===== src/include/x86_decode_config.svh =====
`ifndef X86_DECODE_CONFIG_SVH
`define X86_DECODE_CONFIG_SVH

// fetch window and prefix search depth, in bytes
`define X86_WINDOW_BYTES 16
`define X86_SCAN_BYTES 8

// attribute table: {map, opcode} address
`define X86_ATTR_AW 10
`define X86_ATTR_W 3

`endif


===== src/verilog/x86_ctl_pkg.sv =====
package x86_ctl_pkg;

  typedef enum logic [1:0] {
    hs_idle,
    hs_wait_ack,
    hs_wait_drop
  } hs_state_e;

  typedef enum logic [1:0] {
    arb_idle,
    arb_grant_load,
    arb_grant_calc,
    arb_release
  } arb_state_e;

  typedef enum logic {
    req_loader = 1'b0,
    req_calc   = 1'b1
  } requester_e;

endpackage


===== src/verilog/x86_insn_pkg.sv =====
package x86_insn_pkg;

  typedef enum logic [1:0] {
    map_legacy = 2'd0,
    map_0f     = 2'd1,
    map_0f38   = 2'd2,
    map_0f3a   = 2'd3
  } opcode_map_e;

  typedef enum logic {
    imm_8  = 1'b0,
    imm_32 = 1'b1
  } imm_size_e;

  // bit positions inside one table entry
  localparam int modrm_bit = 0;
  localparam int imm_bit   = 1;
  localparam int immsz_bit = 2;

  typedef enum logic [2:0] {
    pfx_none,
    pfx_opsize,   // 66
    pfx_addrsize, // 67
    pfx_rep,      // f2/f3
    pfx_lock,     // f0
    pfx_segment,
    pfx_rex       // 40-4f
  } prefix_kind_e;

  typedef enum logic [1:0] {
    mod_indirect = 2'b00,
    mod_disp8    = 2'b01,
    mod_disp32   = 2'b10,
    mod_reg      = 2'b11
  } modrm_mode_e;

endpackage


===== src/verilog/insn_length_calc.sv =====
`timescale 1ns/1ps
`include "x86_decode_config.svh"

module insn_length_calc
  import x86_insn_pkg::*, x86_ctl_pkg::*;
(
  input  logic                     clk,
  input  logic                     rst,
  input  logic                     insn_req,
  input  logic [2:0]               opcode_pos,
  input  logic [7:0]               opcode_byte,
  input  logic [1:0]               escape_len,
  input  opcode_map_e              op_map,
  input  logic [7:0]               modrm_byte,
  input  logic [7:0]               sib_byte,
  input  logic                     opsize,
  input  logic                     rex_present,
  input  logic [2:0]               prefix_count,
  input  logic                     no_opcode,
  input  logic                     calc_ack,
  input  logic [`X86_ATTR_W-1:0]   calc_rdata,
  output logic                     scan_start,
  output logic                     calc_req,
  output logic [`X86_ATTR_AW-1:0]  calc_addr,
  output logic                     insn_ack,
  output logic [3:0]               insn_len,
  output opcode_map_e              insn_map,
  output logic [7:0]               insn_opcode,
  output logic                     insn_opsize,
  output logic                     insn_rex_present,
  output logic [2:0]               insn_prefix_count,
  output logic                     insn_fault
);

  hs_state_e   st;
  logic        scan_pending;
  modrm_mode_e mode;
  logic [2:0]  rm;
  logic        has_modrm;
  logic        has_sib;
  logic [2:0]  disp_len;
  logic [2:0]  imm_len;
  logic [4:0]  len_sum;
  logic [3:0]  len_sat;

  assign scan_start = (st == hs_idle) && insn_req;
  assign calc_addr = {op_map, opcode_byte};

  assign mode = modrm_mode_e'(modrm_byte[7:6]);
  assign rm = modrm_byte[2:0];
  assign has_modrm = calc_rdata[modrm_bit];
  assign has_sib = has_modrm && rm == 3'b100 && mode != mod_reg;

  always_comb begin
    disp_len = 3'd0;
    imm_len = 3'd0;
    if (has_modrm) begin
      case (mode)
        mod_disp8: disp_len = 3'd1;
        mod_disp32: disp_len = 3'd4;
        mod_indirect: begin
          if (rm == 3'b101 || (has_sib && sib_byte[2:0] == 3'b101))
            disp_len = 3'd4; // rip-relative or no base
        end
        default: disp_len = 3'd0;
      endcase
    end
    if (calc_rdata[imm_bit]) begin
      if (imm_size_e'(calc_rdata[immsz_bit]) == imm_8)
        imm_len = 3'd1;
      else
        imm_len = opsize ? 3'd2 : 3'd4;
    end
  end

  assign len_sum = 5'(opcode_pos) + 5'(escape_len) + 5'd1 + 5'(has_modrm) + 5'(has_sib)
                 + 5'(disp_len) + 5'(imm_len);
  assign len_sat = (len_sum > 5'd15) ? 4'd15 : len_sum[3:0];

  always_ff @(posedge clk) begin
    if (rst) begin
      st <= hs_idle;
      scan_pending <= 1'b0;
      calc_req <= 1'b0;
      insn_ack <= 1'b0;
    end else begin
      case (st)
        hs_idle: begin
          if (insn_req) begin
            st <= hs_wait_ack;
            scan_pending <= 1'b1;
          end
        end
        hs_wait_ack: begin
          if (scan_pending) begin
            scan_pending <= 1'b0;
            if (no_opcode) begin
              insn_ack <= 1'b1; // fault, skip the table
              st <= hs_wait_drop;
            end else begin
              calc_req <= 1'b1;
            end
          end else if (calc_req && calc_ack) begin
            calc_req <= 1'b0;
            insn_ack <= 1'b1;
            st <= hs_wait_drop;
          end
        end
        hs_wait_drop: begin
          if (!insn_req) begin
            insn_ack <= 1'b0;
            st <= hs_idle;
          end
        end
        default: st <= hs_idle;
      endcase
    end
  end

  always_ff @(posedge clk) begin
    if (st == hs_wait_ack && scan_pending) begin
      insn_map <= op_map;
      insn_opcode <= opcode_byte;
      insn_opsize <= opsize;
      insn_rex_present <= rex_present;
      insn_prefix_count <= prefix_count;
      insn_fault <= no_opcode;
      insn_len <= 4'd0;
    end
    if (calc_req && calc_ack)
      insn_len <= len_sat;
  end

  a_ack_needs_req: assert property (@(posedge clk) disable iff (rst)
    $rose(insn_ack) |-> $past(insn_req));

endmodule


===== config.mk =====
export PLATFORM = sky130hd
export DESIGN_NAME = insn_length_calc
export DESIGN_NICKNAME = d
export VERILOG_FILES = /design/src/verilog/x86_ctl_pkg.sv /design/src/verilog/x86_insn_pkg.sv /design/src/verilog/insn_length_calc.sv
export VERILOG_INCLUDE_DIRS = /design/src /design/src/include
export SDC_FILE = /design/constraint.sdc
export NUM_CORES = 1
export LEC_CHECK = 0
export ABC_AREA = 1
export CAP_MARGIN = 5
export CORE_ASPECT_RATIO = 0.9
export CORE_UTILIZATION = 55
export DETAILED_ROUTE_END_ITERATION = 12
export DONT_BUFFER_PORTS = 1
export GPL_TIMING_DRIVEN = 1
export PLACE_DENSITY = 0.8
export REMOVE_ABC_BUFFERS = 1
export SYNTH_ARGS = -nofsm -noshare
export SYNTH_HDL_FRONTEND = slang
export SYNTH_SLANG_ARGS = --single-unit

===== constraint.sdc =====
create_clock -name clk -period 2.4 [get_ports clk]
set_input_delay 0.24 -clock clk [delete_from_list [all_inputs] [get_ports clk]]
set_output_delay 0.24 -clock clk [all_outputs]
set_load 0.005 [all_outputs]

Word-level counts from Yosys, hierarchy flattened

Index checks and enable logic that the tools add are counted.
Widths: inputs -> output; s select.

Register bits after elaboration: 25
Input bits: 44
Output and inout port bits: 33

$add $sub $neg: 6
Order comparisons: 1
Equality and inequality tests: 13
Multiplexer cells: 25
Reduce and logical (&&, ||, !) cells: 17

Operators with widths:

| kind                | count |
|---|---|
| $mux 3              | 5 |
| $mux 4              | 3 |
| $add 5x1->5         | 2 |
| $add 5x3->5         | 2 |
| $mux 2              | 5 |
| $eq 3x3->1 const B  | 3 |
| $pmux 3 s3          | 1 |
| $mux 1              | 8 |
| $ne 2x2->1 const B  | 4 |
| $reduce_and 4->1    | 2 |
| $reduce_bool 2->1   | 4 |
| $logic_and 1x1->1   | 6 |
| $ne 3x3->1 const B  | 2 |
| $pmux 2 s3          | 1 |
| $add 4x1->5 const B | 1 |
| $gt 5x4->1 const B  | 1 |
| $add 3x2->4         | 1 |
| $eq 2x1->1 const B  | 2 |
| $eq 2x2->1 const B  | 2 |
| $logic_not 2->1     | 2 |
| $pmux 1 s2          | 2 |
| $reduce_and 3->1    | 1 |
| $reduce_and 2->1    | 1 |
| $logic_or 1x1->1    | 1 |

Logic depth before layout (Yosys ltp)

Word-level depth: 13
Mapped depth: 14

Worst setup path after synthesis

Ideal clock, no wire load.

Kind: input to register
Start point: in modrm_byte[0]
End point: reg insn_len[3], data pin
Library setup time: 0.258 ns
Arrival time: 2.272 ns
Data required time: 2.142 ns
Path slack: -0.131 ns
Stages on the path: 14
Buffers on the path: 0
Cells stage by stage: nor2_1 > nand4_1 > o21ai_0 > nand2_1 > fa_1 > inv_1 > ha_1 > ha_1 > nand2_1 > a21boi_2 > nor2_1 > nand2_1 > nor2_1 > nor2_1

Cells in the longest elaborated chain, start to end: 13
Elaborated cells on any way between the ends: 15
Classes of those cells: 3 x add/sub; 1 x order compare; 2 x eq/ne; 5 x mux; 4 x reduce/logical

RTL lines:

| what                           | RTL line                | RTL |
|---|---|---|
| start: declaration             | insn_length_calc.sv:14  | `input logic [7:0] modrm_byte,` |
| $eq 3x3->1                     | insn_length_calc.sv:52  | `assign has_sib = has_modrm && rm == 3'b100 && mode != mod_reg;` |
| $logic_and 1x1->1 (2 in a row) | insn_length_calc.sv:52  |  |
| $logic_and 1x1->1              | insn_length_calc.sv:62  | `if (rm == 3'b101 \|\| (has_sib && sib_byte[2:0] == 3'b101))` |
| $logic_or 1x1->1               | insn_length_calc.sv:62  |  |
| $mux 3                         | insn_length_calc.sv:62  |  |
| $pmux 3 s3                     | insn_length_calc.sv:58  | `case (mode)` |
| $mux 3                         | insn_length_calc.sv:57  | `if (has_modrm) begin` |
| $add 5x3->5 * (2 in a row)     | insn_length_calc.sv:77  | `+ 5'(disp_len) + 5'(imm_len);` |
| $gt 5x4->1                     | insn_length_calc.sv:78  | `assign len_sat = (len_sum > 5'd15) ? 4'd15 : len_sum[3:0];` |
| $mux 4 *                       | insn_length_calc.sv:78  |  |
| $mux 4 *                       | insn_length_calc.sv:130 | `if (calc_req && calc_ack)` |
| end signal: assignment         | insn_length_calc.sv:131 | `insn_len <= len_sat;` |
| end: declaration               | insn_length_calc.sv:26  | `output logic [3:0] insn_len,` |

Every way passes the cells marked *; elsewhere a longest branch is shown, timed or not.
A chain may end at the register's enable or synchronous reset.

Worst setup path after layout

Start point: in opcode_pos[0]
End point: reg insn_len[1], data pin

Cells in the longest elaborated chain, start to end: 9

RTL lines:

| what                       | RTL line                | RTL |
|---|---|---|
| start: declaration         | insn_length_calc.sv:10  | `input logic [2:0] opcode_pos,` |
| $add 3x2->4 *              | insn_length_calc.sv:76  | `assign len_sum = 5'(opcode_pos) + 5'(escape_len) + 5'd1 + 5'(has_modrm) + 5'(has_sib)` |
| $add 4x1->5 *              | insn_length_calc.sv:76  |  |
| $add 5x1->5 * (2 in a row) | insn_length_calc.sv:76  |  |
| $add 5x3->5 * (2 in a row) | insn_length_calc.sv:77  |  |
| $gt 5x4->1                 | insn_length_calc.sv:78  |  |
| $mux 4 *                   | insn_length_calc.sv:78  |  |
| $mux 4 *                   | insn_length_calc.sv:130 |  |

Marks and branches as above.

==> flow_summary_export.csv <==
group,metric,value,unit
sta,setup_viol,0,
clock_tree,clkSinkCount,25,
worst_setup_path,path_max_fanout,2,
global_routing,antenna_found_initial,0,
clock_tree,numCtsBuffers,3,
die,start_util,60.27,%
synth,avgSynthCellArea,10.24,µm²
synth,synth_top_area_share,44.44,%
drt,routed_wl,2476,µm
worst_hold_path,hold_depth,0,
clock_tree,clockBufferDepth,2,
synth,ys_top_cells_by_area,"edfxtp_1 (44%), dfxtp_1 (7.4%), fa_1 (7.4%)",
sta,rsz0062_at_grt,"no",
global_routing,track_usage,20.05,%
clock_tree,insertion_delay,0.31,ns
drt,drcViolationCount,0,
worst_setup_path,rr_startpoint,"st[0]",
sta,worstMarginPinSlew,0.5546,ns
power,p_total,984.6,µW
layout,fin_area,1489,µm²
sta,timing.setup.tns,0,ns
synth,yosysTopAreaCell,"edfxtp_1",
worst_setup_path,cp-start-kind,"input port",
worst_hold_path,hold_path_class,"in2reg",
synth,synth_enable_flop_cells,20,
layout,layout_commonest_cell,"inv_1",
clock_tree,cts_root_buffer,"clkbuf_4",
job,cap_violations,0,
worst_setup_path,r2r.worst_path.cells,2,
drt,wl_per_cell,14.83,µm
die,die_x,54.25,µm
global_routing,grt_pass1_vias,848,
synth,seq_area_frac_synth,51.85,%
layout,layout.nets,196,
worst_setup_path,arrival,2.27,ns
drt,dr.pass1.iters,4,
worst_hold_path,min_to,"insn_prefix_count[2]",
sta,maxSlewViolCount,0,
placement,gp_congestion,0.7764,
layout,syn2layout_area_growth,10.19,%
sta,finalWorstSetupSlack,0.1946,ns
placement,place_hpwl,1919,µm
power,leakage,0.6414,nW
synth,syn_area,1351,µm²
synth,synthFlopType,"edfxtp_1",
global_routing,overflow,0,
worst_setup_path,critPathKind,"in2reg",
clock_tree,cts_tree,"built",
die,coreArea,2242,µm²
placement,dpl_cell_area,1355,µm²
worst_setup_path,r2r_end,"insn_len[2]",
die,ios,77,
sta,max_freq,0.4534,GHz
global_routing,grt_pass1_wl,3795,µm
power,ir_drop,408.9,µV
worst_hold_path,worstHoldStart,"prefix_count[2]",
power,powerDensity,661.3,nW/µm²
clock_tree,htreeDepth,1,
drt,dr_total_vias,891,
sta,finClkSkew,0.01326,ns
layout,antenna_cells,0,
synth,synth_cell_type_count,23,
sta,finalCritPeriodShare,91.89,%
clock_tree,clk_pin_slew,0.11,ns
sta,hold_violations,0,
drt,dr.first_iter.drc_count,9,
sta,final_period_minus_worst_setup_slack,2.205,ns
drt,postRouteAntennaNets,0,
worst_setup_path,critical_path_required,2.47,ns
synth,synthArstFlopShare,0,%
layout,layout_common_cells,"inv_1 (24), edfxtp_1 (20), nand2_1 (19)",
synth,synthCells,132,
global_routing,grt_max_degree,17,
layout,drive_gt1_share,16.43,%
drt,via_per_inst,5.335,
sta,max-slew-margin-rel,62.63,%
synth,synth-seq-cells,25,
die,rows,16,
synth,yosys_warnings,0,
worst_setup_path,endpoint_kind,"flip-flop",
die,die_y,49.03,µm
worst_setup_path,regToRegSetupSlack,1.03,ns
clock_tree,cts_setup_buffers,0,
placement,place_ws,-0.3204,ns
placement,io_buffers,0,
die,die_area,2660,µm²
run_status,status,"finished, final reports clean",
-- final cells by class --
class	count	area, µm²
Clock buffer	4	26.28
Fill cell	163	753.2
Inverter	26	97.59
Multi-Input combinational cell	71	505.5
Sequential cell	25	700.7
Tap cell	27	33.78
Timing Repair Buffer	14	125.1
-- critical path, stage by stage --
cell and delay, ns:
inv_1 0.02, ha_1 0.30, fa_1 0.50, fa_1 0.38
inv_1 0.10, fa_1 0.42, o31ai_1 0.25, inv_1 0.06
-- logic make-up (layout without fill, tap and decap cells) --
group,after synthesis,in the layout,synth area share [%]
compound gates,14,14,6.204
xor+xnor,1,1,0.6483
fa+ha+maj,11,11,12.96
buf+inv,36,44,12.78
flops,25,25,51.85
simple gates,45,45,15.56
-- sequential cells by signal, indices dropped and copies added (netlist names) --
name / cells
insn_ack: 1
calc_req: 1
insn_prefix_count: 3
insn_opsize: 1
insn_rex_present: 1
insn_map: 2
scan_pending: 1
insn_opcode: 8
insn_len: 4
st: 2
insn_fault: 1
-- routing by layer --
layer / track usage (%) / vias to the layer above / share of wire, %
li1: - / 429 / -
met1: 21.54 / 398 / 39
met2: 34.15 / 58 / 50
met3: 5.607 / 6 / 7.8
met4: 10.68 / 0 / 2.5
met5: 0 / - / 0
-- how the worst max path moves through the flow --
| stage | cells past startpoint | start | slack (ns) | endpoint |
|---|---|---|---|---|
| finish | 8 | opcode_pos[0] | 0.19 | insn_len[1] |
| global placement | 14 | modrm_byte[0] | -0.23 | insn_len[3] |
| detailed placement | 14 | modrm_byte[0] | -0.32 | insn_len[3] |
| floorplan | 14 | modrm_byte[0] | -0.13 | insn_len[3] |
| global route | 14 | modrm_byte[0] | 0.06 | insn_len[3] |
| CTS | 13 | modrm_byte[0] | 0.02 | insn_len[2] |
-- report_power, final --
group          total (mW)  switching, mW  internal, mW  leakage (nW)
Clock               0.177          0.113        0.0648        0.0150
Combinational       0.267          0.152         0.116         0.404
Sequential          0.540         0.0242         0.516         0.222
Total               0.985          0.288         0.696         0.641
-- synth_stat cells (2+ instances only) --
library cell and number:
a21oi_1 7, buf_4 10, dfxtp_1 5, edfxtp_1 20, fa_1 5, ha_1 6
inv_1 24, inv_2 2, nand2_1 19, nand2_2 2, nand3_1 3, nand3b_1 2
nor2_1 13, nor2_2 3, nor2_4 2, o21ai_0 2
-- per-stage QoR --
step | cells | hold WS [ns] | utilization [%]
after floorplan | 122 | 0.3091 | -
after global placement | 155 | 0.3137 | 60.44
after detailed placement | 155 | 0.3116 | 60.44
after CTS | 160 | 0.01110 | 62.05
after global routing | 167 | 0.003083 | 66.41
final | 167 | 0.02731 | 66.41
-- repair_timing --
action | in CTS | in global routing
hold buffers | 1 | 7
setup endpoints to repair | 0 | 4
hold endpoints to repair | 3 | 7
resized for setup | 0 | 4
No activity file was read; power rests on OpenSTA's default activity.
