### src/include/x86_decode_config.svh
`ifndef X86_DECODE_CONFIG_SVH
`define X86_DECODE_CONFIG_SVH

// fetch window and prefix search depth, in bytes
`define X86_WINDOW_BYTES 16
`define X86_SCAN_BYTES 8

// attribute table: {map, opcode} address
`define X86_ATTR_AW 10
`define X86_ATTR_W 3

`endif

### src/verilog/x86_ctl_pkg.sv
package x86_ctl_pkg;

  typedef enum logic [1:0] {
    hs_idle,
    hs_wait_ack,
    hs_wait_drop
  } hs_state_e;

  typedef enum logic [1:0] {
    arb_idle,
    arb_grant_load,
    arb_grant_calc,
    arb_release
  } arb_state_e;

  typedef enum logic {
    req_loader = 1'b0,
    req_calc   = 1'b1
  } requester_e;

endpackage

### src/verilog/attr_loader.sv
`timescale 1ns/1ps
`include "x86_decode_config.svh"

module attr_loader
  import x86_ctl_pkg::*;
(
  input  logic                     clk,
  input  logic                     rst,
  input  logic                     load_req,
  input  logic [`X86_ATTR_AW-1:0]  load_addr,
  input  logic [`X86_ATTR_W-1:0]   load_attr,
  input  logic                     ld_ack,
  output logic                     load_ack,
  output logic                     ld_req,
  output logic [`X86_ATTR_AW-1:0]  ld_addr,
  output logic [`X86_ATTR_W-1:0]   ld_wdata
);

  logic [`X86_ATTR_AW-1:0] fifo_addr [2];
  logic [`X86_ATTR_W-1:0]  fifo_attr [2];
  logic                    wr_ptr;
  logic                    rd_ptr;
  logic [1:0]              count;
  hs_state_e               in_st;
  hs_state_e               out_st;
  logic                    push;
  logic                    pop;

  assign push = (in_st == hs_idle) && load_req && count != 2'd2;
  assign pop = (out_st == hs_wait_ack) && ld_ack;
  assign ld_addr = fifo_addr[rd_ptr];
  assign ld_wdata = fifo_attr[rd_ptr];

  always_ff @(posedge clk) begin
    if (push) begin
      fifo_addr[wr_ptr] <= load_addr;
      fifo_attr[wr_ptr] <= load_attr;
    end
  end

  always_ff @(posedge clk) begin
    if (rst) begin
      wr_ptr <= 1'b0;
      rd_ptr <= 1'b0;
      count <= 2'd0;
      in_st <= hs_idle;
      out_st <= hs_idle;
      load_ack <= 1'b0;
      ld_req <= 1'b0;
    end else begin
      if (push)
        wr_ptr <= !wr_ptr;
      if (pop)
        rd_ptr <= !rd_ptr;
      count <= count + 2'(push) - 2'(pop);

      // writer side
      case (in_st)
        hs_idle: if (push) in_st <= hs_wait_ack;
        hs_wait_ack: begin
          load_ack <= 1'b1;
          in_st <= hs_wait_drop;
        end
        hs_wait_drop: begin
          if (!load_req) begin
            load_ack <= 1'b0;
            in_st <= hs_idle;
          end
        end
        default: in_st <= hs_idle;
      endcase

      // table side, head entry until acked
      case (out_st)
        hs_idle: begin
          if (count != 2'd0) begin
            ld_req <= 1'b1;
            out_st <= hs_wait_ack;
          end
        end
        hs_wait_ack: begin
          if (ld_ack) begin
            ld_req <= 1'b0;
            out_st <= hs_wait_drop;
          end
        end
        hs_wait_drop: if (!ld_ack) out_st <= hs_idle;
        default: out_st <= hs_idle;
      endcase
    end
  end

  a_no_overflow: assert property (@(posedge clk) disable iff (rst)
    count != 2'd3);

endmodule

### config.mk
export PLATFORM = sky130hd
export DESIGN_NAME = attr_loader
export DESIGN_NICKNAME = d
export VERILOG_FILES = /design/src/verilog/x86_ctl_pkg.sv /design/src/verilog/attr_loader.sv
export VERILOG_INCLUDE_DIRS = /design/src /design/src/include
export SDC_FILE = /design/constraint.sdc
export NUM_CORES = 1
export LEC_CHECK = 0
export BUFFER_PORTS_ARGS = -buffer_cell sky130_fd_sc_hd__buf_4
export CAP_MARGIN = 0
export CORE_UTILIZATION = 35
export CTS_CLUSTER_SIZE = 30
export DETAILED_ROUTE_END_ITERATION = 8
export PLACE_DENSITY = 0.55
export SYNTH_ARGS = -nofsm -noshare
export SYNTH_HDL_FRONTEND = slang
export SYNTH_SLANG_ARGS = --single-unit
### constraint.sdc
create_clock -name clk -period 2.05 [get_ports clk]
set_input_delay 0.205 -clock clk [delete_from_list [all_inputs] [get_ports clk]]
set_output_delay 0.205 -clock clk [all_outputs]
set_load 0.05 [all_outputs]
# Word-level counts from Yosys, hierarchy flattened
# Memory sizes are Yosys's and may differ from the RTL's. A register that Yosys moved wholly into a read port is not among the register bits.
# Index checks and enable logic that the tools add are counted.
# word_totals
regBits	10
mem_bits_rw	26
input_bits	17
elab_cells	53
memories	2
# memory_table
memory	depth	word_bits	read_ports	rd_clocked_by_memory_dff	write_ports	line_no	source
fifo_addr	2	10	1	1	1	attr_loader.sv:19	logic [`X86_ATTR_AW-1:0] fifo_addr [2];
fifo_attr	2	3	1	1	1	attr_loader.sv:20	logic [`X86_ATTR_W-1:0] fifo_attr [2];
# op_classes
add_sub_neg	2
n_eq_ne	10
mux	18
n_reduce_logical	14
# op_table
op	n
2-bit != test, second input constant	6
2-bit case mux with 3 select lines	2
2-bit two-way mux	5
1-bit two-way mux	9
3-bit AND reduction	2
2-bit nonzero test	3
2-bit by 1-bit equality test with 1-bit output, second input constant	2
2-bit equality test, second input constant	2
2-bit logical NOT	2
1-bit case mux with 2 select lines	2
2-bit AND reduction	2
1-bit logical AND	3
2-bit by 1-bit adder with 2-bit output	1
1-bit logical NOT	2
2-bit by 1-bit subtractor with 2-bit output	1

# Depth between registers and ports, before layout
# Gate-level depths: netlist (run 1).
# depth
word_depth	5
mapped_depth	7
mapped_depth_nobuf	7

# Worst setup path before layout (run 1)
# OpenSTA, ideal clock, no wires.
# synth_path
path_type	reg2reg
from	register in_st[1]
to	memory fifo_addr[1][0] in the netlist's numbering (enable)
setup_ns	0.382
arrival_time_ns	1.546
path_slack_ns	0.121
stages_incl_launch_ff	4
n_path_buf	0
period_less_slack_ns	1.929
cell_sequence	dfxtp_1 -> or3b_4 -> or2_1 -> nor2_1
# synth_between
elab_chain_cells	5
# synth_rtl
element	line_no	source
from (decl)	attr_loader.sv:24	hs_state_e in_st;
from (signal assigned)	attr_loader.sv:46	in_st <= hs_idle;
from (signal assigned)	attr_loader.sv:59	hs_idle: if (push) in_st <= hs_wait_ack;
from (signal assigned)	attr_loader.sv:62	in_st <= hs_wait_drop;
2-bit logical NOT	attr_loader.sv:29	assign push = (in_st == hs_idle) && load_req && count != 2'd2;
1-bit logical AND (2 in series)	attr_loader.sv:29	
1-bit two-way mux	attr_loader.sv:35	if (push) begin
1-bit two-way mux (implied by the code)	attr_loader.sv:36	fifo_addr[wr_ptr] <= load_addr;
to (decl)	attr_loader.sv:19	
# Every way passes these cells.

# Worst setup path after layout (run 1)
# layout_path
from	register in_st[1]
to	register count[1]
# layout_between
elab_chain_cells	5
# layout_rtl
element	line_no	source
2-bit logical NOT	attr_loader.sv:29	
1-bit logical AND (2 in series)	attr_loader.sv:29	
2-bit by 1-bit adder with 2-bit output	attr_loader.sv:55	count <= count + 2'(push) - 2'(pop);
2-bit by 1-bit subtractor with 2-bit output	attr_loader.sv:55	
to (signal assigned)	attr_loader.sv:55	
to (decl)	attr_loader.sv:23	logic [1:0] count;
# Every way passes these cells.
# A chain may end at the register's enable or synchronous reset.

==> results.json, run 1 <==
{
  "yosysTopAreaCell": "edfxtp_1",
  "dieArea_um2": 4261,
  "cp_cell_sequence": "or3b_4, or2_1, xnor2_1, ha_1, xnor2_1, nor2_1, a21bo_2",
  "portBuffers": 31,
  "grt.overflow.total": 0,
  "grt_use_total_pct": 12.36,
  "critPathSlowestCell": "or3b_4",
  "peakVddDrop_v": 0.0007059,
  "async_flop_share_pct": 0,
  "postCtsSetupBuffers": 0,
  "clockBufferDepth": 2,
  "crit_type": "flop to flop",
  "post_drt_wl_per_cell_um": 13.23,
  "slew_headroom_pct": 60.95,
  "diodes": 0,
  "p_int_mw": 1.779,
  "htreeDepth": 2,
  "switching_share_pct": 32.81,
  "cts_hold_buf": 0,
  "remaining_drc_errors": 0,
  "nets": 147,
  "power_switching_uw": 868.6,
  "timing.setup.tns_ps": 0,
  "worst_slack_ps": 101.9,
  "setup_violations": 0,
  "p_leak_nw": 0.7028,
  "grt_pass1_wl_mm": 3.822,
  "critPathCaptureType": "flop",
  "synth_edf_count": 26,
  "gp_congestion": 0.7288,
  "via_count": 833,
  "critPathMaxFanout": 5,
  "post_synth.cell_area_avg_um2": 15.40,
  "dr.first_iter.drc_count": 20,
  "via_per_inst": 4.680,
  "die_w_um": 65.28,
  "antenna_found_initial": 0,
  "cp_top_family": "simple AND/OR/NAND/NOR gates",
  "cts.repair.resized": 0,
  "clkLatencyLatePin_ps": 290,
  "synth_seq_cells": 37,
  "hold_viol": 0,
  "max_freq_mhz": 513.3,
  "synthCells": 91,
  "tightest_slew_ps": 584.9,
  "pre_cts_ws_ps": 125.3,
  "firstDrtPassIters": 2,
  "arrival_ps": 2130,
  "p_comb_share_pct": 31.8,
  "cts_sinks": 37,
  "synth_top_area_share_pct": 55.71,
  "wirelength_mm": 2.355,
  "rows": 22,
  "grt_max_degree": 14,
  "hold_path.class": "input port to flop",
  "rsz0062_at_grt": "false",
  "synth.distinct_cells": 25,
  "cts-root-buf": "clkbuf_8",
  "fin_crit_sh_pct": 95.03,
  "crit_top_cell": "xnor2_1",
  "first_global_vias": 868,
  "synth_area_leaders": "edfxtp_1 (56%), dfxtp_1 (16%), mux2_2 (10%)",
  "slew_violations": 0,
  "die_y_um": 65.28,
  "p_seq_share_pct": 39.6,
  "critPathLaunchType": "flop",
  "synth_nets": 109,
  "status": "finished, final reports clean",
  "yosys_warnings": 0,
  "num_io_pins": 32,
  "ant_nets": 0,
  "synth_flop_cell": "edfxtp_1",
  "power.density_nw_per_um2": 1438,
  "cts_tree": "done",
  "cp_num_buf_inv": 0,
  "max-cap-violations": 0,
  "clkTransAtPathRegs_ps": 80,
  "min_period_ps": 1948,
  "core-area_um2": 3744,
  "required_ps": 2230,
  "slowest_delay_ps": 410,
  "hpwl_mm": 1.614,
  "initial_core_util_pct": 37.43,
  "worst_clock_skew_ps": 3.585,
  "synth.cell_area_um2": 1401,
  "clockPowerShare_pct": 28.5,
  "areaGrowthSynthToFinish_pct": 31.43,
  "numCtsBuffers": 5,
  "seq_area_frac_synth_pct": 71.43,
  "drive_above_1_share_pct": 44.62
}
==> power groups by stage <==
stage	clock network, mW	registers (mW)	logic, mW
finish	0.756	1.05	0.843
global route	0.796	1.07	0.902
CTS	0.774	1.05	0.853
detailed placement	0	1.07	0.849
global placement	0	1.06	0.833
floorplan	0	1.06	0.603
==> worst paths after layout <==
kind / slack [ps] / startpoint / depth (start not counted) / end
min: 100 / load_addr[5] / 1 / fifo_addr[1][5]
max reg2reg: 100 / in_st[1] / 7 / count[1]
min reg2reg: 500 / in_st[1] / 1 / load_ack
max: 100 / in_st[1] / 7 / count[1]
==> state kept, by name, indices dropped and copies added (netlist names), 2 cells and up, named ones only <==
register,count
count,2
fifo_addr,20
fifo_attr,6
in_st,2
out_st,2
==> layout make-up <==
| cell class | count | area (um^2) |
|---|---|---|
| Sequential cell | 37 | 1001 |
| Clock buffer | 5 | 68.82 |
| Multi-Input combinational cell | 47 | 372.9 |
| Clock inverter | 3 | 68.82 |
| Timing Repair Buffer | 34 | 255.2 |
| Fill cell | 341 | 1902 |
| Inverter | 4 | 15.01 |
| Tap cell | 48 | 60.06 |
==> synthesized netlist by cell type, drive strengths merged (2+ instances only) <==
master and count:
a21oi 3, clkbuf 2, dfxtp 11, edfxtp 26, inv 4, mux2 13, nor2 6, nor2b 2
nor3 2, o21ai 4, xnor2 4
==> kinds of logic (layout without fill, tap and decap cells) <==
logic type | after synthesis | count (layout) | share of synthesized area (%)
flip-flops | 37 | 37 | 71.43
AND/OR/NAND/NOR | 16 | 16 | 6.519
AO/OA/AOI/OAI | 13 | 13 | 6.250
multiplexers | 13 | 13 | 10.45
buffers and inverters | 7 | 46 | 1.964
XOR/XNOR | 4 | 4 | 2.500
adder cells (fa/ha/maj) | 1 | 1 | 0.8927
==> stage by stage <==
| stage | cells | utilization (%) | power [mW] | instance area (um^2) | hold slack [ps] |
|---|---|---|---|---|---|
| after floorplan | 91 | - | 1.665 | 1401 | 296.5 |
| after global placement | 170 | 45.52 | 1.891 | 1704 | 390.8 |
| after detailed placement | 170 | 45.52 | 1.916 | 1704 | 394.3 |
| after CTS | 178 | 49.20 | 2.678 | 1842 | 91.28 |
| after global routing | 178 | 49.20 | 2.766 | 1842 | 90.24 |
| final | 178 | 49.20 | 2.648 | 1842 | 98.46 |
==> cells in the final DEF, fill, tap and decap left out <==
cell type and n:
buf_4 34, inv_1 4, bufinv_16 2, a2111oi_0 1, edfxtp_1 26, nand2b_1 1, a21bo_2 1, ha_1 1
or3_1 1, xnor2_1 4, o21bai_1 1, a211oi_1 1, nor2_1 6, o21ba_2 1, o21ai_0 4, nor2b_1 2
nor3_1 2, dfxtp_1 11, o2111ai_1 1, or3b_4 1, inv_6 1, or2_1 1, clkbuf_8 5, and3b_1 1
nand3b_1 1, a21oi_1 3, mux2_2 13
==> routing by layer <==
metal	up-vias	routed length (um)	GRT usage, %	share of wire [%]
li1	408	-	-	-
met1	397	994	13.42	42
met2	23	1160	21.01	49
met3	5	157	3.819	6.7
met4	0	42	7.337	1.8
met5	-	0	0	0
(Power assumes the default switching activity.)
==> run 2: changes to the inputs <==
- BUFFER_PORTS_ARGS: -buffer_cell sky130_fd_sc_hd__buf_4 -> unset
- DONT_BUFFER_PORTS: unset -> 1
- PLACE_DENSITY: 0.55 -> 0.48
==> results.json, run 2 (same netlist as run 1, synthesis figures left out) <==
{
  "max-cap-violations": 0,
  "remaining_drc_errors": 0,
  "top_register": "fifo_addr",
  "required_ps": 2230,
  "critPathCaptureType": "flop",
  "finalPower_mw": 2.234,
  "htreeDepth": 2,
  "portBuffers": 0,
  "crit_type": "flop to flop",
  "p_leak_nw": 0.5596,
  "status": "finished, final reports clean",
  "core-area_um2": 3744,
  "hold_path.class": "input port to flop",
  "drive_above_1_share_pct": 24.53,
  "rows": 22,
  "min_period_ps": 1960,
  "critPathSlowestCell": "or3b_4",
  "die_y_um": 65.28,
  "layout_commonest_cell": "edfxtp_1",
  "multi_input_area_um2": 380.4,
  "timing.setup.tns_ps": 0,
  "grt_use_total_pct": 11.28,
  "cts-root-buf": "clkbuf_8",
  "firstDrtPassIters": 2,
  "cp_cell_sequence": "or3b_4, or2_1, xnor2_1, ha_1, xnor2_2, o2111ai_1, a21bo_2",
  "grt.overflow.total": 0,
  "fill_cells": 363,
  "critPathMaxFanout": 5,
  "first_global_vias": 738,
  "rsz0062_at_grt": "false",
  "wirelength_mm": 2.224,
  "areaGrowthSynthToFinish_pct": 16.61,
  "reg_top3": "fifo_addr (20), fifo_attr (6)",
  "num_io_pins": 32,
  "diodes": 0,
  "slew_violations": 0,
  "antenna_found_initial": 0,
  "arrival_ps": 2140,
  "seq_area_um2": 1001,
  "holdWs_ps": 18.57,
  "clkTransAtPathRegs_ps": 70,
  "grt_max_degree": 14,
  "clkLatencyLatePin_ps": 280,
  "via_per_inst": 4.883,
  "pre_cts_ws_ps": 107.6,
  "initial_core_util_pct": 37.43,
  "ant_nets": 0,
  "worst_slack_ps": 90.33,
  "numCtsBuffers": 5,
  "slowest_delay_ps": 420,
  "die_w_um": 65.28,
  "dr.first_iter.drc_count": 50,
  "via_count": 752,
  "hpwl_mm": 1.398,
  "dieArea_um2": 4261,
  "gp_congestion": 0.6942,
  "peakVddDrop_v": 0.0007342,
  "cp_num_buf_inv": 0,
  "postCtsSetupBuffers": 0,
  "largest_reg_flops": 20,
  "max_freq_mhz": 510.3,
  "hold_viol": 0,
  "fin_crit_sh_pct": 95.59,
  "cp_top_family": "simple AND/OR/NAND/NOR gates",
  "cts_sinks": 37,
  "nets": 123,
  "grt_pass1_wl_mm": 3.450,
  "setup_violations": 0,
  "post_drt_wl_per_cell_um": 14.44,
  "tightest_slew_ps": 614.6,
  "cts_tree": "done",
  "layout_common_cells": "edfxtp_1 (26), mux2_2 (13), dfxtp_1 (11)",
  "critPathLaunchType": "flop",
  "power.density_nw_per_um2": 1367,
  "slew_headroom_pct": 58.97,
  "worst_clock_skew_ps": 4.093,
  "clockBufferDepth": 2
}
## run 2: cell types whose count changed in the layout (fill, tap and decap cells not counted), sizes merged
cell,delta
dlygate4sd3,+8
inv,-1
clkbuf,+1
bufinv,-2
buf,-32
clkinv,+2
## run 2: per-stage QoR
step	cells	instance area [um^2]	util (%)
CTS	147	1556	41.58
global placement	138	1464	39.10
detailed placement	138	1464	39.10
finish	154	1634	43.65
floorplan	91	1401	-
global route	154	1634	43.65
## run 2: metal layers
metal  global-route usage [%]  share of wire [%]
met1                    11.52                 40
met2                    19.20                 50
met3                    5.729                7.7
met4                    4.891                1.9
met5                        0                  0
## run 2: layout make-up
class,count,area share (%)
clock inverters,2,0.6126
flip-flops and latches,37,61.26
well taps,48,3.675
clock buffers,6,4.441
repair buffers,10,5.819
inverters,4,0.9188
multi-input cells,47,23.28
## run 2: where the power goes
part,internal [mW],switching (mW)
Sequential,0.954,0.133
Clock,0.235,0.238
Combinational,0.229,0.445
Total,1.42,0.815
## run 2: worst register-to-register path, cell delays in order (launching register included)
cell       delay [ps]
dfxtp_1           330
or3b_4            420
or2_1             260
xnor2_1           140
ha_1              220
xnor2_2           160
o2111ai_1          90
a21bo_2           230
## run 2: final timing paths
check / slack, ps / startpoint / depth (start not counted) / endpoint
worst min-delay path: 20 / load_addr[7] / 0 / fifo_addr[0][7]
worst min register to register: 490 / in_st[1] / 1 / load_ack
worst max register to register: 90 / in_st[1] / 7 / count[1]
worst max-delay path: 90 / in_st[1] / 7 / count[1]
## run 2: timing repair
action / in CTS / in global routing
hold buffers: 1 / 7
endpoints found under the setup margin: 0 / 1
resized for setup: 0 / 1
endpoints found under the hold margin: 10 / 14
==> run 3: changes to the inputs <==
- HOLD_SLACK_MARGIN: unset -> 0.06
- PLACE_DENSITY: 0.48 -> unset
==> results.json, run 3 (same netlist as run 1, synthesis figures left out) <==
{
  "peakVddDrop_v": 0.0007752,
  "numCtsBuffers": 5,
  "setup_violations": 0,
  "critPathMaxFanout": 5,
  "clkTransAtPathRegs_ps": 70,
  "grt_use_total_pct": 11.52,
  "htreeDepth": 2,
  "clockBufferDepth": 2,
  "num_io_pins": 32,
  "grt.overflow.total": 0,
  "fill_cells": 352,
  "stdcell_area_um2": 1763,
  "initial_core_util_pct": 37.43,
  "required_ps": 2230,
  "largest_reg_flops": 20,
  "p_leak_nw": 0.6173,
  "die_y_um": 65.28,
  "remaining_drc_errors": 0,
  "rrSetupSlack_ps": 100,
  "antenna_found_initial": 0,
  "layout_common_cells": "edfxtp_1 (26), dlygate4sd3_1 (15), mux2_2 (13)",
  "die_w_um": 65.28,
  "gp_congestion": 0.7588,
  "max-cap-violations": 0,
  "areaGrowthSynthToFinish_pct": 25.80,
  "ant_nets": 0,
  "crit_type": "flop to flop",
  "r2r-start": "in_st[1]",
  "worst_clock_skew_ps": 4.980,
  "r2r-end": "count[1]",
  "diodes": 0,
  "fin_crit_sh_pct": 95.00,
  "slew_headroom_pct": 63.69,
  "placed_area_um2": 1471,
  "power.density_nw_per_um2": 1420,
  "critPathLaunchType": "flop",
  "core-area_um2": 3744,
  "rows": 22,
  "max_freq_mhz": 513.5,
  "firstDrtPassIters": 3,
  "finalPower_mw": 2.503,
  "hold-path-endpoint": "in_st[1]",
  "first_global_vias": 793,
  "critPathSlowestCell": "or3b_4",
  "nets": 131,
  "arrival_ps": 2130,
  "min_period_ps": 1947,
  "tightest_slew_ps": 543.9,
  "hpwl_mm": 1.450,
  "reg_top3": "fifo_addr (20), fifo_attr (6)",
  "slowest_delay_ps": 420,
  "via_count": 768,
  "via_per_inst": 4.741,
  "dieArea_um2": 4261,
  "cts-root-buf": "clkbuf_8",
  "layout_commonest_cell": "edfxtp_1",
  "portBuffers": 0,
  "dr.first_iter.drc_count": 15,
  "cts_sinks": 37,
  "slew_violations": 0,
  "hold_viol": 0,
  "top_register": "fifo_addr",
  "hold_path_startpoint": "load_req",
  "grt_pass1_wl_mm": 3.594,
  "rr_worst_depth": 7,
  "hold_path.class": "input port to flop",
  "cp_cell_sequence": "or3b_4, or2_1, xnor2_1, ha_1, xnor2_2, o2111ai_1, a21bo_2",
  "worstHoldPathCells": 2,
  "wirelength_mm": 2.236,
  "drive_above_1_share_pct": 24.56,
  "grt_max_degree": 14,
  "post_drt_wl_per_cell_um": 13.80,
  "critPathCaptureType": "flop",
  "clkLatencyLatePin_ps": 280,
  "cts_tree": "done",
  "status": "finished, final reports clean"
}
-- run 3: changes by cell type in the layout (fill, tap and decap cells not counted), sizes merged --
cell,change
buf,+1
bufinv,+2
clkbuf,-1
clkinv,-1
dlygate4sd3,+7
-- run 3: routing by layer --
layer  global-route usage, %  wire length [um]
met1                   11.90               914
met2                   21.13              1194
met3                   5.208               127
met4                   2.446                 0
met5                       0                 0
-- run 3: worst max path at each step --
stage | start | cells past startpoint | slack (ps) | to
after floorplan | in_st[1] | 3 | 120 | fifo_addr[1][0]
after CTS | in_st[1] | 7 | 120 | count[1]
after detailed placement | in_st[1] | 7 | 130 | count[1]
final | in_st[1] | 7 | 100 | count[1]
after global routing | in_st[0] | 7 | -9 | count[1]
after global placement | in_st[1] | 7 | 200 | count[1]
-- run 3: timing repair --
action / CTS / global route
resized for setup: 0 / 1
hold buffers: 15 / 0
setup buffers: 0 / 0
setup endpoints to repair: 0 / 1
endpoints found under the hold margin: 36 / 0
-- run 3: final cells by class --
cell class / instances / area [um^2] / area share, %
Sequential cell: 37 / 1001 / 56.78
Multi-Input combinational cell: 47 / 380.4 / 21.58
Timing Repair Buffer: 18 / 172.7 / 9.794
Clock buffer: 5 / 68.82 / 3.903
Clock inverter: 3 / 65.06 / 3.691
Tap cell: 48 / 60.06 / 3.407
Inverter: 4 / 15.01 / 0.8517
-- run 3: critical path, delay by kind of cell (launching register included) --
| kind | cells | cell delay (ps) |
|---|---|---|
| and+or+nand+nor | 2 | 680 |
| AOI/OAI and AO/OA | 2 | 340 |
| DFF | 1 | 330 |
| xor gates and xnor gates | 2 | 290 |
| adders and majority gates | 1 | 210 |
-- run 3: per-stage QoR --
| step | worst slack (ps) | TNS [ps] | util (%) | hold slack [ps] | cells |
|---|---|---|---|---|---|
| after floorplan | 121.1 | 0 | - | 296.5 | 91 |
| after global placement | 204.0 | 0 | 39.30 | 276.8 | 139 |
| after detailed placement | 133.3 | 0 | 39.30 | 279.8 | 139 |
| after CTS | 122.2 | 0 | 46.89 | 92.44 | 162 |
| after global routing | -9.153 | -9.153 | 47.09 | 102.5 | 162 |
| final | 102.5 | 0 | 47.09 | 95.61 | 162 |
-- run 3: power by group --
group	leakage, nW	switching [mW]	total (mW)	internal [mW]
logic	0.218	0.470	0.714	0.244
registers	0.331	0.111	1.06	0.953
clock network	0.0681	0.241	0.724	0.483
