**src/include/x86_decode_config.svh**
```systemverilog
`ifndef X86_DECODE_CONFIG_SVH
`define X86_DECODE_CONFIG_SVH

// fetch window and prefix search depth, in bytes
`define X86_WINDOW_BYTES 16
`define X86_SCAN_BYTES 8

// attribute table: {map, opcode} address
`define X86_ATTR_AW 10
`define X86_ATTR_W 3

`endif

```
**src/verilog/x86_ctl_pkg.sv**
```systemverilog
package x86_ctl_pkg;

  typedef enum logic [1:0] {
    hs_idle,
    hs_wait_ack,
    hs_wait_drop
  } hs_state_e;

  typedef enum logic [1:0] {
    arb_idle,
    arb_grant_load,
    arb_grant_calc,
    arb_release
  } arb_state_e;

  typedef enum logic {
    req_loader = 1'b0,
    req_calc   = 1'b1
  } requester_e;

endpackage

```
**src/verilog/attr_arbiter.sv**
```systemverilog
`timescale 1ns/1ps
`include "x86_decode_config.svh"

module attr_arbiter
  import x86_ctl_pkg::*;
(
  input  logic                     clk,
  input  logic                     rst,
  input  logic                     ld_req,
  input  logic [`X86_ATTR_AW-1:0]  ld_addr,
  input  logic [`X86_ATTR_W-1:0]   ld_wdata,
  input  logic                     calc_req,
  input  logic [`X86_ATTR_AW-1:0]  calc_addr,
  input  logic [`X86_ATTR_W-1:0]   tbl_rdata,
  output logic                     ld_ack,
  output logic                     calc_ack,
  output logic [`X86_ATTR_W-1:0]   calc_rdata,
  output logic [`X86_ATTR_AW-1:0]  tbl_addr,
  output logic                     tbl_we,
  output logic [`X86_ATTR_W-1:0]   tbl_wdata
);

  arb_state_e state;
  requester_e owner;
  logic       owner_req;

  assign owner = (state == arb_grant_calc) ? req_calc : req_loader;
  assign owner_req = (owner == req_calc) ? calc_req : ld_req;

  assign tbl_addr = (owner == req_calc) ? calc_addr : ld_addr;
  assign tbl_wdata = ld_wdata;
  assign tbl_we = (state == arb_grant_load) && !ld_ack; // first grant cycle only
  assign calc_rdata = tbl_rdata; // held, address stays on calc until release

  always_ff @(posedge clk) begin
    if (rst) begin
      state <= arb_idle;
      ld_ack <= 1'b0;
      calc_ack <= 1'b0;
    end else begin
      case (state)
        arb_idle: begin
          if (ld_req)
            state <= arb_grant_load; // table updates first
          else if (calc_req)
            state <= arb_grant_calc;
        end
        arb_grant_load, arb_grant_calc: begin
          if (!ld_ack && !calc_ack) begin
            ld_ack <= (owner == req_loader);
            calc_ack <= (owner == req_calc);
          end else if (!owner_req) begin
            ld_ack <= 1'b0;
            calc_ack <= 1'b0;
            state <= arb_release;
          end
        end
        arb_release: state <= arb_idle;
        default: state <= arb_idle;
      endcase
    end
  end

  a_one_ack: assert property (@(posedge clk) disable iff (rst)
    !(ld_ack && calc_ack));
  a_ld_ack_req: assert property (@(posedge clk) disable iff (rst)
    ld_ack |-> $past(ld_req));
  a_calc_ack_req: assert property (@(posedge clk) disable iff (rst)
    calc_ack |-> $past(calc_req));
  a_we_loader: assert property (@(posedge clk) disable iff (rst)
    tbl_we |-> owner == req_loader && ld_req);

endmodule

```
**config.mk**
```make
export PLATFORM = sky130hd
export DESIGN_NAME = attr_arbiter
export DESIGN_NICKNAME = d
export VERILOG_FILES = /design/src/verilog/x86_ctl_pkg.sv /design/src/verilog/attr_arbiter.sv
export VERILOG_INCLUDE_DIRS = /design/src /design/src/include
export SDC_FILE = /design/constraint.sdc
export NUM_CORES = 1
export LEC_CHECK = 0
export BUFFER_PORTS_ARGS = -buffer_cell sky130_fd_sc_hd__buf_2
export CAP_MARGIN = 20
export CORE_MARGIN = 3
export CORE_UTILIZATION = 30
export DETAILED_ROUTE_END_ITERATION = 8
export GPL_ROUTABILITY_DRIVEN = 0
export GPL_TIMING_DRIVEN = 0
export PLACE_DENSITY = 0.72
export SLEW_MARGIN = 20
export SYNTH_ARGS = -nofsm -noshare
export SYNTH_HDL_FRONTEND = slang
export SYNTH_SLANG_ARGS = --single-unit
```
**constraint.sdc**
```tcl
create_clock -name clk -period 4.2 [get_ports clk]
set_clock_uncertainty 0.1 [all_clocks]
set_input_delay 0.84 -clock clk [delete_from_list [all_inputs] [get_ports clk]]
set_output_delay 0.84 -clock clk [all_outputs]
set_load 0.05 [all_outputs]
```
Word-level counts from Yosys, hierarchy flattened

Cells that the tools add are included.

Eq/ne operators: 7
Muxes and demuxes: 11
Bitwise logic cells: 1
Reductions and logical operators: 8

Operators by type and width:

| operator                                       | count |
|---|---|
| two-way mux 10 bit                             | 1 |
| two-way mux 2 bit                              | 4 |
| case mux 2 bit (3 select lines)                | 1 |
| two-way mux 1 bit                              | 5 |
| == test 2 bit (second input constant)          | 2 |
| != test 2 bit (second input constant)          | 2 |
| != test 3 bit (second input constant)          | 1 |
| AND reduction 3 bit                            | 1 |
| == test 2 x 1 -> 1 bit (second input constant) | 1 |
| logical AND 1 bit                              | 2 |
| zero test 1 bit                                | 2 |
| zero test 2 bit                                | 1 |
| != test 2 x 1 -> 1 bit (second input constant) | 1 |
| AND reduction 2 bit                            | 1 |
| OR reduction 2 bit                             | 1 |
| inverter 1 bit                                 | 1 |

Register bits after elaboration: 4
Output and inout bits: 19
Word-level logic and storage cells: 30

Logic depth before layout (Yosys ltp)

Gate-level depths: netlist (run 1).

Depth after elaboration: 6
Depth in mapped cells: 5
Mapped depth without buffers: 5

Worst setup path after synthesis (run 1)

Ideal clock, no wire load.

Kind: reg2out
Start point: register state[0]
End point: output port tbl_addr[0]
Arrival: 1.447 ns
Data required time: 3.260 ns
Setup slack: 1.813 ns
Cell stages (with the launch flop): 5
Path buffers: 1
Path through: dfxtp_1 > inv_1 > ha_1 > buf_1 > mux2_2

Word-level cells in the longest chain between the ends: 3

Ends and longest elaborated chain:

| item                   | line               | RTL |
|---|---|---|
| start, declared        | attr_arbiter.sv:23 | `arb_state_e state;` |
| start signal, assigned | attr_arbiter.sv:37 | `state <= arb_idle;` |
| start signal, assigned | attr_arbiter.sv:44 | `state <= arb_grant_load;` |
| start signal, assigned | attr_arbiter.sv:46 | `state <= arb_grant_calc;` |
| == test 2 bit          | attr_arbiter.sv:27 | `assign owner = (state == arb_grant_calc) ? req_calc : req_loader;` |
| two-way mux 1 bit      | attr_arbiter.sv:27 |  |
| two-way mux 10 bit     | attr_arbiter.sv:30 | `assign tbl_addr = (owner == req_calc) ? calc_addr : ld_addr;` |
| end, declared          | attr_arbiter.sv:18 | `` output logic [`X86_ATTR_AW-1:0] tbl_addr, `` |

No other way between the ends.

Worst setup path in the final report (run 1)

Start point: register state[0]
End point: output port tbl_addr[4]

Same word-level chain as after synthesis.

==> results of run 1 <==
-- cell type report --
| class | count | area (µm²) | share of cell area |
|---|---|---|---|
| tap | 15 | 18.8 | 0.0273 |
| timing repair buffer | 42 | 210 | 0.305 |
| sequential | 4 | 80.1 | 0.116 |
| inverter | 3 | 11.3 | 0.0164 |
| multi-input combinational | 33 | 297 | 0.431 |
| clock buffer | 3 | 22.5 | 0.0327 |
| buffer | 7 | 48.8 | 0.0709 |
-- layer usage --
metal | vias up | share of wire | global-route usage
met2 | 33 | 0.48 | 0.206
met4 | 0 | 0 | 0.0181
met1 | 208 | 0.40 | 0.134
met5 | - | 0 | 0
met3 | 0 | 0.12 | 0.0488
li1 | 249 | - | -
-- registers in the layout (all words and copies together) (netlist names) --
name      flops
calc_ack      1
state         2
ld_ack        1
-- cells by family after synthesis --
family | after synthesis
buffers and inverters | 10
flip-flops | 4
multiplexers | 14
AO/OA/AOI/OAI | 7
AND/OR/NAND/NOR | 8
adder cells (fa/ha/maj) | 4
-- worst max-delay path, stage by stage, from the launching register on --
cell and delay (ns):
dfxtp_1 0.31, inv_1 0.11, ha_1 0.24, buf_1 0.41
mux2_2 0.39, buf_2 0.21
-- how the worst min path moves through the flow --
stage / start / end / slack (ns) / cells past startpoint
2_1_floorplan: state[1] / state[1] / 0.37 / 2
3_3_place_gp: state[1] / state[1] / 0.39 / 2
3_5_place_dp: calc_ack / calc_ack / 0.40 / 2
4_1_cts: calc_ack / calc_ack / 0.40 / 2
5_1_grt: state[1] / state[1] / 0.44 / 2
6_report: calc_ack / calc_ack / 0.40 / 2
-- cells in the mapped netlist (all sizes together) --
| cell | instances |
|---|---|
| a21oi | 3 |
| a221o | 1 |
| buf | 7 |
| dfxtp | 4 |
| ha | 4 |
| inv | 3 |
| mux2 | 12 |
| mux2i | 2 |
| nand2b | 2 |
| nor2 | 3 |
| nor2b | 1 |
| nor3b | 1 |
| o21ai | 3 |
| or4b | 1 |
-- through the flow --
step           cells  power, mW  cell area, µm²  hold WS [ns]   util
3_3_place_gp     104      0.436             666         0.387  0.499
4_1_cts          107      0.493             688         0.404  0.516
5_1_grt          107      0.525             688         0.444  0.516
6_report         107      0.487             688         0.401  0.516
2_1_floorplan     47      0.371             437         0.368      -
3_5_place_dp     104      0.443             666         0.398  0.499
-- report_power, final --
part | internal [mW] | switching, mW
Sequential | 0.0530 | 0.0111
Combinational | 0.133 | 0.242
Clock | 0.0320 | 0.0164
-- cell usage in the layout, fill, tap and decap left out, drive strengths merged --
master and count:
o21ai 3, a21oi 3, clkbuf 3, buf 49
inv 3, nor2 3, ha 4, a221o 1
mux2i 2, dfxtp 4, nor2b 1, mux2 12
nor3b 1, or4b 1, nand2b 2
==> results summary, run 1 <==
The number of cell instances on the worst register-to-register path is 5. The end of the worst register-to-register path is state[0]. CTS placed an instance of clkbuf_4 at the clock tree root.

Entering global routing, the biggest net connects 11 pins. The share of the Yosys chip area taken by registers is 0.183. The wire length per cell came out at ~10 µm. STA puts the critical path data required time at 3.26 ns.

The die is 44.2 µm wide. The pre-CTS setup slack is 1.55 ns. The area fraction in compound gates after synthesis is 0.0917. The net count after synthesis came out at 81.

Detailed placement ended at an HPWL of about 970 µm. The number of buffers created by CTS came out at 3. Once the clock tree was built, the resizer swapped 0 gates to a different size. The reg-to-reg critical path startpoint is state[0]. The layout has 130 filler cells.

The clock passes through at most 2 buffers. The synthesized instance count is 47. The first-pass GRT wire length is between 1.5 and 2 mm.

Counting distinct cell types in the post-synthesis netlist gives 17. The capture point of the critical path is tbl_addr[4]. The floorplan step defined a die boundary enclosing about 1900 µm². The post-synthesis average cell area came out at 9.29 µm².

The antenna diode count is 0. The max-capacitance violation count is 0. The tree built by TritonCTS fans out to 4 sinks. The leakage power figure is 0.369 nW.

The detail route stage leaves a number of antenna-violating nets equal to 0. For this configuration, the core starts out at a cell density of 0.327. The portion of synthesized area spent on multiplexers is 0.364.

The number of pins exceeding their max-slew limit in the final report was 0. The cts-stage hold buffer count came out at 0. Subtracting the final worst setup slack from the clock period gives between 2 and 3 ns.

The path class of the tightest hold or removal check is reg -> reg. The cell type contributing the most total cell area after synthesis is mux2_2. Along the worst path, the maximum fanout reaches 10. The overall routing resource usage is 0.118. In the post-synthesis netlist, the biggest area contributors are mux2_2 26%, dfxtp_1 18%, ha_1 11%.

In this run the worst setup path begins at state[0]. By startpoint and endpoint, the worst setup path is classified as reg -> out. The xor/xnor cell area share of the yosys netlist came out at 0. The post-detailed-route DRC marker count came out at 0.

The initial antenna violation count came out at 0. The combined area of all synthesized cells is 437 µm². The flow ran to the end, and the final reports show no timing, DRC or antenna violations. The worst slew margin relative to its limit is 0.677. At the worst endpoint, the arrival time is about 1.9 ns. The adder-cell share of the synthesized area came out at 0.115. The total congestion overflow after global routing came out at 0. The count of TritonRoute iterations in the first routing pass is 2. The power per cell area came out at 707 nW/µm².

From synthesis to final layout, the design area changed by 57.6%. The share of layout cells above drive strength 1 is 0.674. STA classifies the critical path endpoint as an output pin. Port buffering added 42 buffers.

At the end of the flow, the number of nets in the layout was ~130. At the pin with the least slew margin, the transition time is ~0.48 ns. Clock-pin slew was measured on the worst setup and hold paths at ~0.040 ns. The slack of the worst reg-to-reg path is between 2 and 2.5 ns. The maximum clock frequency is about 350 MHz.

The via count of the first global-routing pass is around 460. The post-route clock period utilization came out at 0.677. The final count of negative-setup-slack endpoints is 0.

The post-CTS repair timing setup buffer count is 0. The y dimension of the die came out at ~44 µm. The later-pin clock latency in the skew report came out at between 0.2 and 0.25 ns.

The share of Yosys cell area claimed by the top area cell type came out at 0.258. The number of H-tree levels is 1. The worst setup path is launched from a register.

Across the VDD grid, the largest voltage drop is 0.000352 V. The simple-gate portion of the synthesized area is 0.109. Setup repair after global routing left no endpoint under its margin.

The overall via count from detail_route came out at a little under 500. The final-report hold violation count is 0. The setup TNS after final layout is 0 ns. Setup slack closes at 1.36 ns. The core area came out at 1330 µm². The via density per instance came out at approximately 4.6. Synthesis inferred 4 register bits. After synthesis, the largest family of logic cells by area is multiplexers. The number of top-level pins is 49. The TritonCTS clock tree is yes. The final routed wirelength across all metal layers is around 1.1 mm.

The floorplan has 13 rows. The violation count after the first detailed-route iteration is 2. The synthesis warning total came out at 0.
(Power assumes the default switching activity.)
==> run 2: changes to the inputs <==
- clock period: 4.2 -> 2.7 ns (I/O delays scaled with it)
==> run 2 against run 1 <==
  * Non-clock buffer count unchanged
  * First-iteration DRC count unchanged
  * Core utilization up 0.094 points
  * Via count up 0.20%
  * Sequential cell count unchanged
  * Design area up 0.18%
==> results summary, run 2 (synthesis gave the netlist of run 1 again) <==
The kind of cell with the highest combined delay along the critical path is buffers and inverters. After global routing, the most crowded layer is met2. The number of H-tree levels came out at 1. The final critical path time including I/O delays and setup is between 2 and 2.5 ns. Ranked by flip-flop count, first place goes to state. In the global route stage, met1 resource usage came out at 0.134. The wire length per cell came out at about 10 µm. The worst setup path is launched from a register. After layout, the design draws a total of approximately 760 µW. The startpoint identified for the worst hold timing path is calc_ack. After filler insertion, the fill cell instance count of the layout stands at approximately 130. Together, buffers and inverters on the worst path number 3.

TritonCTS built the clock tree. The number of nets in the layout came out at approximately 130. The largest buffer count on any clock path came out at 2. The non-filler instance count after layout is 107. The final design utilization came out at 0.517.

The tool flagged a number of max-cap violations equal to 0. For this run, the detailed router's first-pass iteration total came to 2. The final-report hold violation count was 0. The initial antenna violation count came to 0. The first-pass GRT wire length is 1.73 mm.

The overall routing resource usage is 0.118. The post-route clock period utilization is 0.877. Among all stages on the critical path, the largest delay is contributed by mux2_2. The most frequent standard cell in the layout excluding fill and tap cells is buf_2. Relative to the synthesized area, the layout overhead comes to 57.9%. The total congestion overflow after global routing came out at 0.

The path class of the tightest hold or removal check is reg -> reg. The via density per instance is ~4.6. The initial standard-cell utilization of the core came out at 0.327. The number of pins exceeding their max-slew limit in the final report came to 0.

The floorplan step defined a die boundary enclosing slightly below 2000 µm². The overall via count from detail_route came out at 491. The run finished with clean final reports. The fraction of met3 tracks used by global routing is 0.0488. Summed over all failing endpoints, the final setup total negative slack is 0 ns. The leakage power figure came out at between 0.3 and 0.4 nW. The arrival time of the worst setup path came out at approximately 1.7 ns. The sink count of the clock tree came out at 4. The worst slack on hold paths is between 0.4 and 0.5 ns. The library cells used most frequently in the layout, excluding fill and tap cells, are 42 x buf_2, 10 x mux2_2, 6 x buf_4.

In the routed design, unresolved DRC markers number 0. The root buffer cell chosen for the clock tree is clkbuf_4. STA classifies the critical path endpoint as an output pin. The maximum number of pins on one net before global-route repair is 11. The post-DP HPWL came out at slightly below 1 mm. The post-CTS repair timing setup buffer count came out at 0. After floorplanning, the core was divided into 13 placement rows. The worst setup path is of the reg -> out kind. The final count of negative-setup-slack endpoints came out at 0. The power per cell area came out at about 1100 nW/µm². The number of top-level pins is approximately 50. The y dimension of the die is around 44 µm. STA puts the critical path data required time at about 2.1 ns.

The capture point of the critical path is tbl_addr[4]. The later-pin clock latency in the skew report is roughly 0.24 ns. The number of buffers created by CTS is 3.

The number of cells on the critical path is 5. In this run the tool buffered the top-level ports with 42 buffer cells. The die is 44.2 µm wide. The worst register-to-register path has a setup slack of 0.78 ns. The clock-pin slew reported for the worst setup and hold paths after clock tree synthesis is approximately 0.04 ns. The stage delay of the slowest cell on the critical path is between 0.3 and 0.4 ns. Setup repair after global routing left no endpoint under its margin.

The number of cell instances on the worst register-to-register path is 5. The largest registers in the layout are state (2), calc_ack (1), ld_ack (1). The maximum clock frequency came out at around 420 MHz. The worst ir drop on vdd is 0.000548 V.

In the global route stage, met2 resource usage came out at 0.206. The reg-to-reg critical path startpoint is state[0]. The endpoint identified for the worst register-to-register timing path is state[0]. The post-detailed-route count of antenna-violating nets is 0.

The antenna diode count is 0. The via count of the first global-routing pass is between 400 and 500. At the pin with the least slew margin, the transition time is around 0.24 ns. The violation count after the first detailed-route iteration came out at 2. The largest fanout on the critical path is 10. The flip-flop count of the largest register after layout is 2.

Traced cell by cell, the critical path runs through inv_1 > ha_1 > clkbuf_2 > mux2_2 > buf_2. The final routed wirelength across all metal layers is between 1 and 1.5 mm. The timing startpoint of the critical path is state[0]. The core area came out at 1330 µm². The worst slew margin relative to its limit is 0.837. Once placement completed, the tool counted placed cells totaling 104. In the final layout, the share of cells above drive strength 1 is 0.685.
-- run 2: worst min-delay path: stages (launching register included) --
cell	delay, ns
dfxtp_1	0.32
o21ai_0	0.07
a21oi_1	0.06
-- run 2: final cells by class --
type,instances,area (µm²),area share
inverters,3,11.3,0.0163
multi-input cells,33,297,0.430
plain buffers,7,50.0,0.0726
flip-flops and latches,4,80.1,0.116
well taps,15,18.8,0.0272
clock buffers,3,22.5,0.0327
repair buffers,42,210,0.305
-- run 2: timing repair --
item | in CTS | in global routing
hold buffers | 0 | 0
resized for setup | 0 | 1
setup endpoints to repair | 0 | 5
endpoints found under the hold margin | 0 | 0
-- run 2: worst min-delay path by stage --
stage                to  cells past startpoint
6_report       calc_ack                      2
5_1_grt        state[1]                      2
4_1_cts        calc_ack                      2
3_5_place_dp   calc_ack                      2
3_3_place_gp   state[1]                      2
2_1_floorplan  state[1]                      2
-- run 2: where the power goes --
group | leakage [nW] | switching (mW) | internal [mW]
logic | 0.325 | 0.376 | 0.208
clock network | 0.0138 | 0.0254 | 0.0498
registers | 0.0329 | 0.0172 | 0.0824
total | 0.372 | 0.418 | 0.340
-- run 2: metal layers --
| metal | vias to the layer above | wire length, µm |
|---|---|---|
| met5 | - | 0 |
| met4 | 0 | 0 |
| met3 | 0 | 127 |
| met2 | 33 | 524 |
| met1 | 209 | 431 |
| li1 | 249 | - |
-- run 2: through the flow --
stage | setup slack (ns) | area (µm²)
after floorplan | 0.613 | 437
after global placement | 0.392 | 666
after detailed placement | 0.354 | 666
after CTS | 0.104 | 688
after global routing | 0.199 | 689
final | 0.332 | 689
==> run 3: changes to the inputs <==
- CTS_BUF_LIST: unset -> sky130_fd_sc_hd__clkbuf_8
==> run 3 against run 2 <==
  * Count of clock-buffer cells in the layout stayed put
  * Total power is 6.5% higher
  * Clock power is 68% higher
  * Sequential power hardly changed
  * Die area stayed put
  * Design area is 2.5% higher
  * Sequential share of layout area is 0.29 points lower
  * Critical path type unchanged
  * Largest power group unchanged
==> results summary, run 3 (synthesis gave the netlist of run 1 again) <==
In this run the critical register-to-register path is launched from state[0]. Setup repair after global routing left no endpoint under its margin. The overall routing resource usage is 0.117.

The largest buffer count on any clock path came out at 2. The post-detailed-route DRC marker count came out at 0. The switching power summed over all nets came out at approximately 420 µW.

The number of cells on the critical path came out at 5. The clock power share is 0.155. The worst slew margin relative to its limit is 0.677. The flow ran to the end, and the final reports show no timing, DRC or antenna violations. The number of pins exceeding their max-slew limit in the final report is 0.

The number of instances in the placed design came out at 104. The worst ir drop on vdd is 0.000548 V. For this run, the detailed router's first-pass iteration total came to 1. The total congestion overflow after global routing came out at 0.

The floorplan row count came out at 13. The number of buffer and inverter instances along the worst setup path came out at 3. The class of the most critical hold timing path is reg -> reg.

The cts-stage hold buffer count is 0. The final design utilization is 0.530. The endpoint required time on the critical path came out at 2.06 ns. The pre-CTS setup slack is around 0.35 ns. The kind of cell with the highest combined delay along the critical path is buffers and inverters. The root buffer cell is clkbuf_8. The timing startpoint of the critical path is state[0].

The largest individual stage delay along the critical path comes from the cell buf_1. Setup violations remaining at the end of the flow were counted as 0. The number of nets in the layout came out at ~130.

The number of cell instances on the worst register-to-register path is 5. In the final layout, the multi-input gates occupy around 300 µm². STA classifies the critical path endpoint as an output pin. In this run the worst setup path terminates at tbl_addr[4]. The register with the most flip-flops is state. The initial antenna violation count came out at 0. For this design, the sink count on the clock tree is 4.

In the layout the commonest cells are 42 x buf_2, 10 x mux2_2, 6 x buf_4. The violation count after the first detailed-route iteration is 0. The worst path setup slack after routing is around 0.18 ns. From synthesis to final layout, the design area changed by 61.9%. The flip-flop count of the largest register after layout is 2. The die covers 1950 µm².

Port buffering added 42 buffers. The total power of the final layout is ~810 µW. In the final layout, the share of cells above drive strength 1 is 0.674. The largest fanout on the critical path is 10.

The clock-pin slew reported for the worst setup and hold paths after clock tree synthesis came out at around 0.030 ns. The width of the die came out at between 40 and 50 µm. After filler insertion, the fill cell instance count of the layout stands at 130. The worst setup path is of the reg -> out kind. The power per cell area came out at 1140 nW/µm².

The later-pin clock latency in the skew report came out at 0.21 ns. TritonCTS built the clock tree. The core area came out at ~1300 µm². At the pin with the least slew margin, the transition time is approximately 0.48 ns. The stage delay of the slowest cell on the critical path came out at between 0.4 and 0.5 ns. Summed over all cells, the static leakage comes to 0.376 nW. The final routed wirelength across all metal layers is around 1.1 mm. The number of H-tree levels is 1. The post-DP HPWL is roughly 1000 µm.

Data on the critical path arrives at its endpoint at around 1.9 ns. The overall via count from detail_route is between 400 and 500. The via count of the first global-routing pass is around 460. The number of gates resized after cts is 0. The switching fraction of total power is 0.525. The portion of total power attributed to sequential cells is 0.123. The max-capacitance violation count is 0. The worst slack on hold paths is approximately 0.4 ns. Entering global routing, the biggest net connects 11 pins. The post-route cell area is slightly above 700 µm². The non-filler instance count after layout came out at around 110. The setup TNS after final layout came out at 0 ns. From bottom edge to top edge, the die measures roughly 44 µm. In the final layout, the registers with the most flip-flops are state (2), calc_ack (1), ld_ack (1). The worst setup path is launched from a register. The number of buffers created by CTS is 3. Once placement finished, the instance area stood at roughly 670 µm². The register area came out at around 80 µm². The first-pass GRT wire length came out at roughly 1.7 mm. The part of the total power dissipated in combinational logic is 0.721. Traced cell by cell, the critical path runs through inv_1 > ha_1 > buf_1 > mux2_2 > buf_2. Dividing the detail-routed wire length by the instance count gives between 10 and 15 µm. The final critical path time including I/O delays and setup is 2.52 ns. The post-CTS repair timing setup buffer count is 0.

The worst register-to-register path ends at state[0]. The via density per instance is around 4.6. The slack of the worst reg-to-reg path is around 0.78 ns. The number of top-level pins came out at 49. The internal power contribution is 384 µW. The most frequent standard cell in the layout excluding fill and tap cells is buf_2. Dividing the final minimum period by the clock period gives 0.934.

In this run the remaining antenna-violating nets after routing total 0. The maximum clock frequency is around 400 MHz. The final-report hold violation count came out at 0.

For this configuration, the core starts out at a cell density of 0.327. The antenna diode count came out at 0.
-- run 3: cell types whose count changed in the layout (fill, tap and decap cells not counted) --
cell / delta
clkbuf_8: +3
clkbuf_4: -3
clkbuf_2: -1
buf_1: +1
-- run 3: power groups by stage --
stage	clock [mW]	combinational, mW	sequential, mW
after floorplan	0	0.451	0.126
after global placement	0	0.579	0.0988
after detailed placement	0	0.587	0.101
after CTS	0.130	0.589	0.0999
after global routing	0.137	0.628	0.103
final	0.126	0.583	0.0997
-- run 3: layer usage --
| metal | vias to the layer above | track usage | part of all wire |
|---|---|---|---|
| met2 | 33 | 0.206 | 0.48 |
| li1 | 249 | - | - |
| met1 | 207 | 0.134 | 0.40 |
| met3 | 0 | 0.0488 | 0.12 |
| met5 | - | 0 | 0 |
| met4 | 0 | 0.0181 | 0 |
-- run 3: worst min path at each step --
stage          cells past startpoint  startpoint  slack (ns)  endpoint
2_1_floorplan                      2    state[1]        0.37  state[1]
3_3_place_gp                       2    state[1]        0.39  state[1]
3_5_place_dp                       2    calc_ack        0.40  calc_ack
4_1_cts                            2    calc_ack        0.40  calc_ack
5_1_grt                            2    state[1]        0.44  state[1]
6_report                           2    calc_ack        0.40  calc_ack
-- run 3: cell type report --
type	count	share of cell area
multi-input combinational	33	0.419
timing repair buffer	42	0.297
sequential	4	0.113
buffer	7	0.0690
clock buffer	3	0.0584
tap	15	0.0265
inverter	3	0.0159
-- run 3: worst register-to-register path: stages, from the launching register on --
cell,delay [ns]
dfxtp_1,0.33
inv_1,0.08
ha_1,0.25
mux2_4,0.32
a221o_1,0.40
mux2_1,0.32
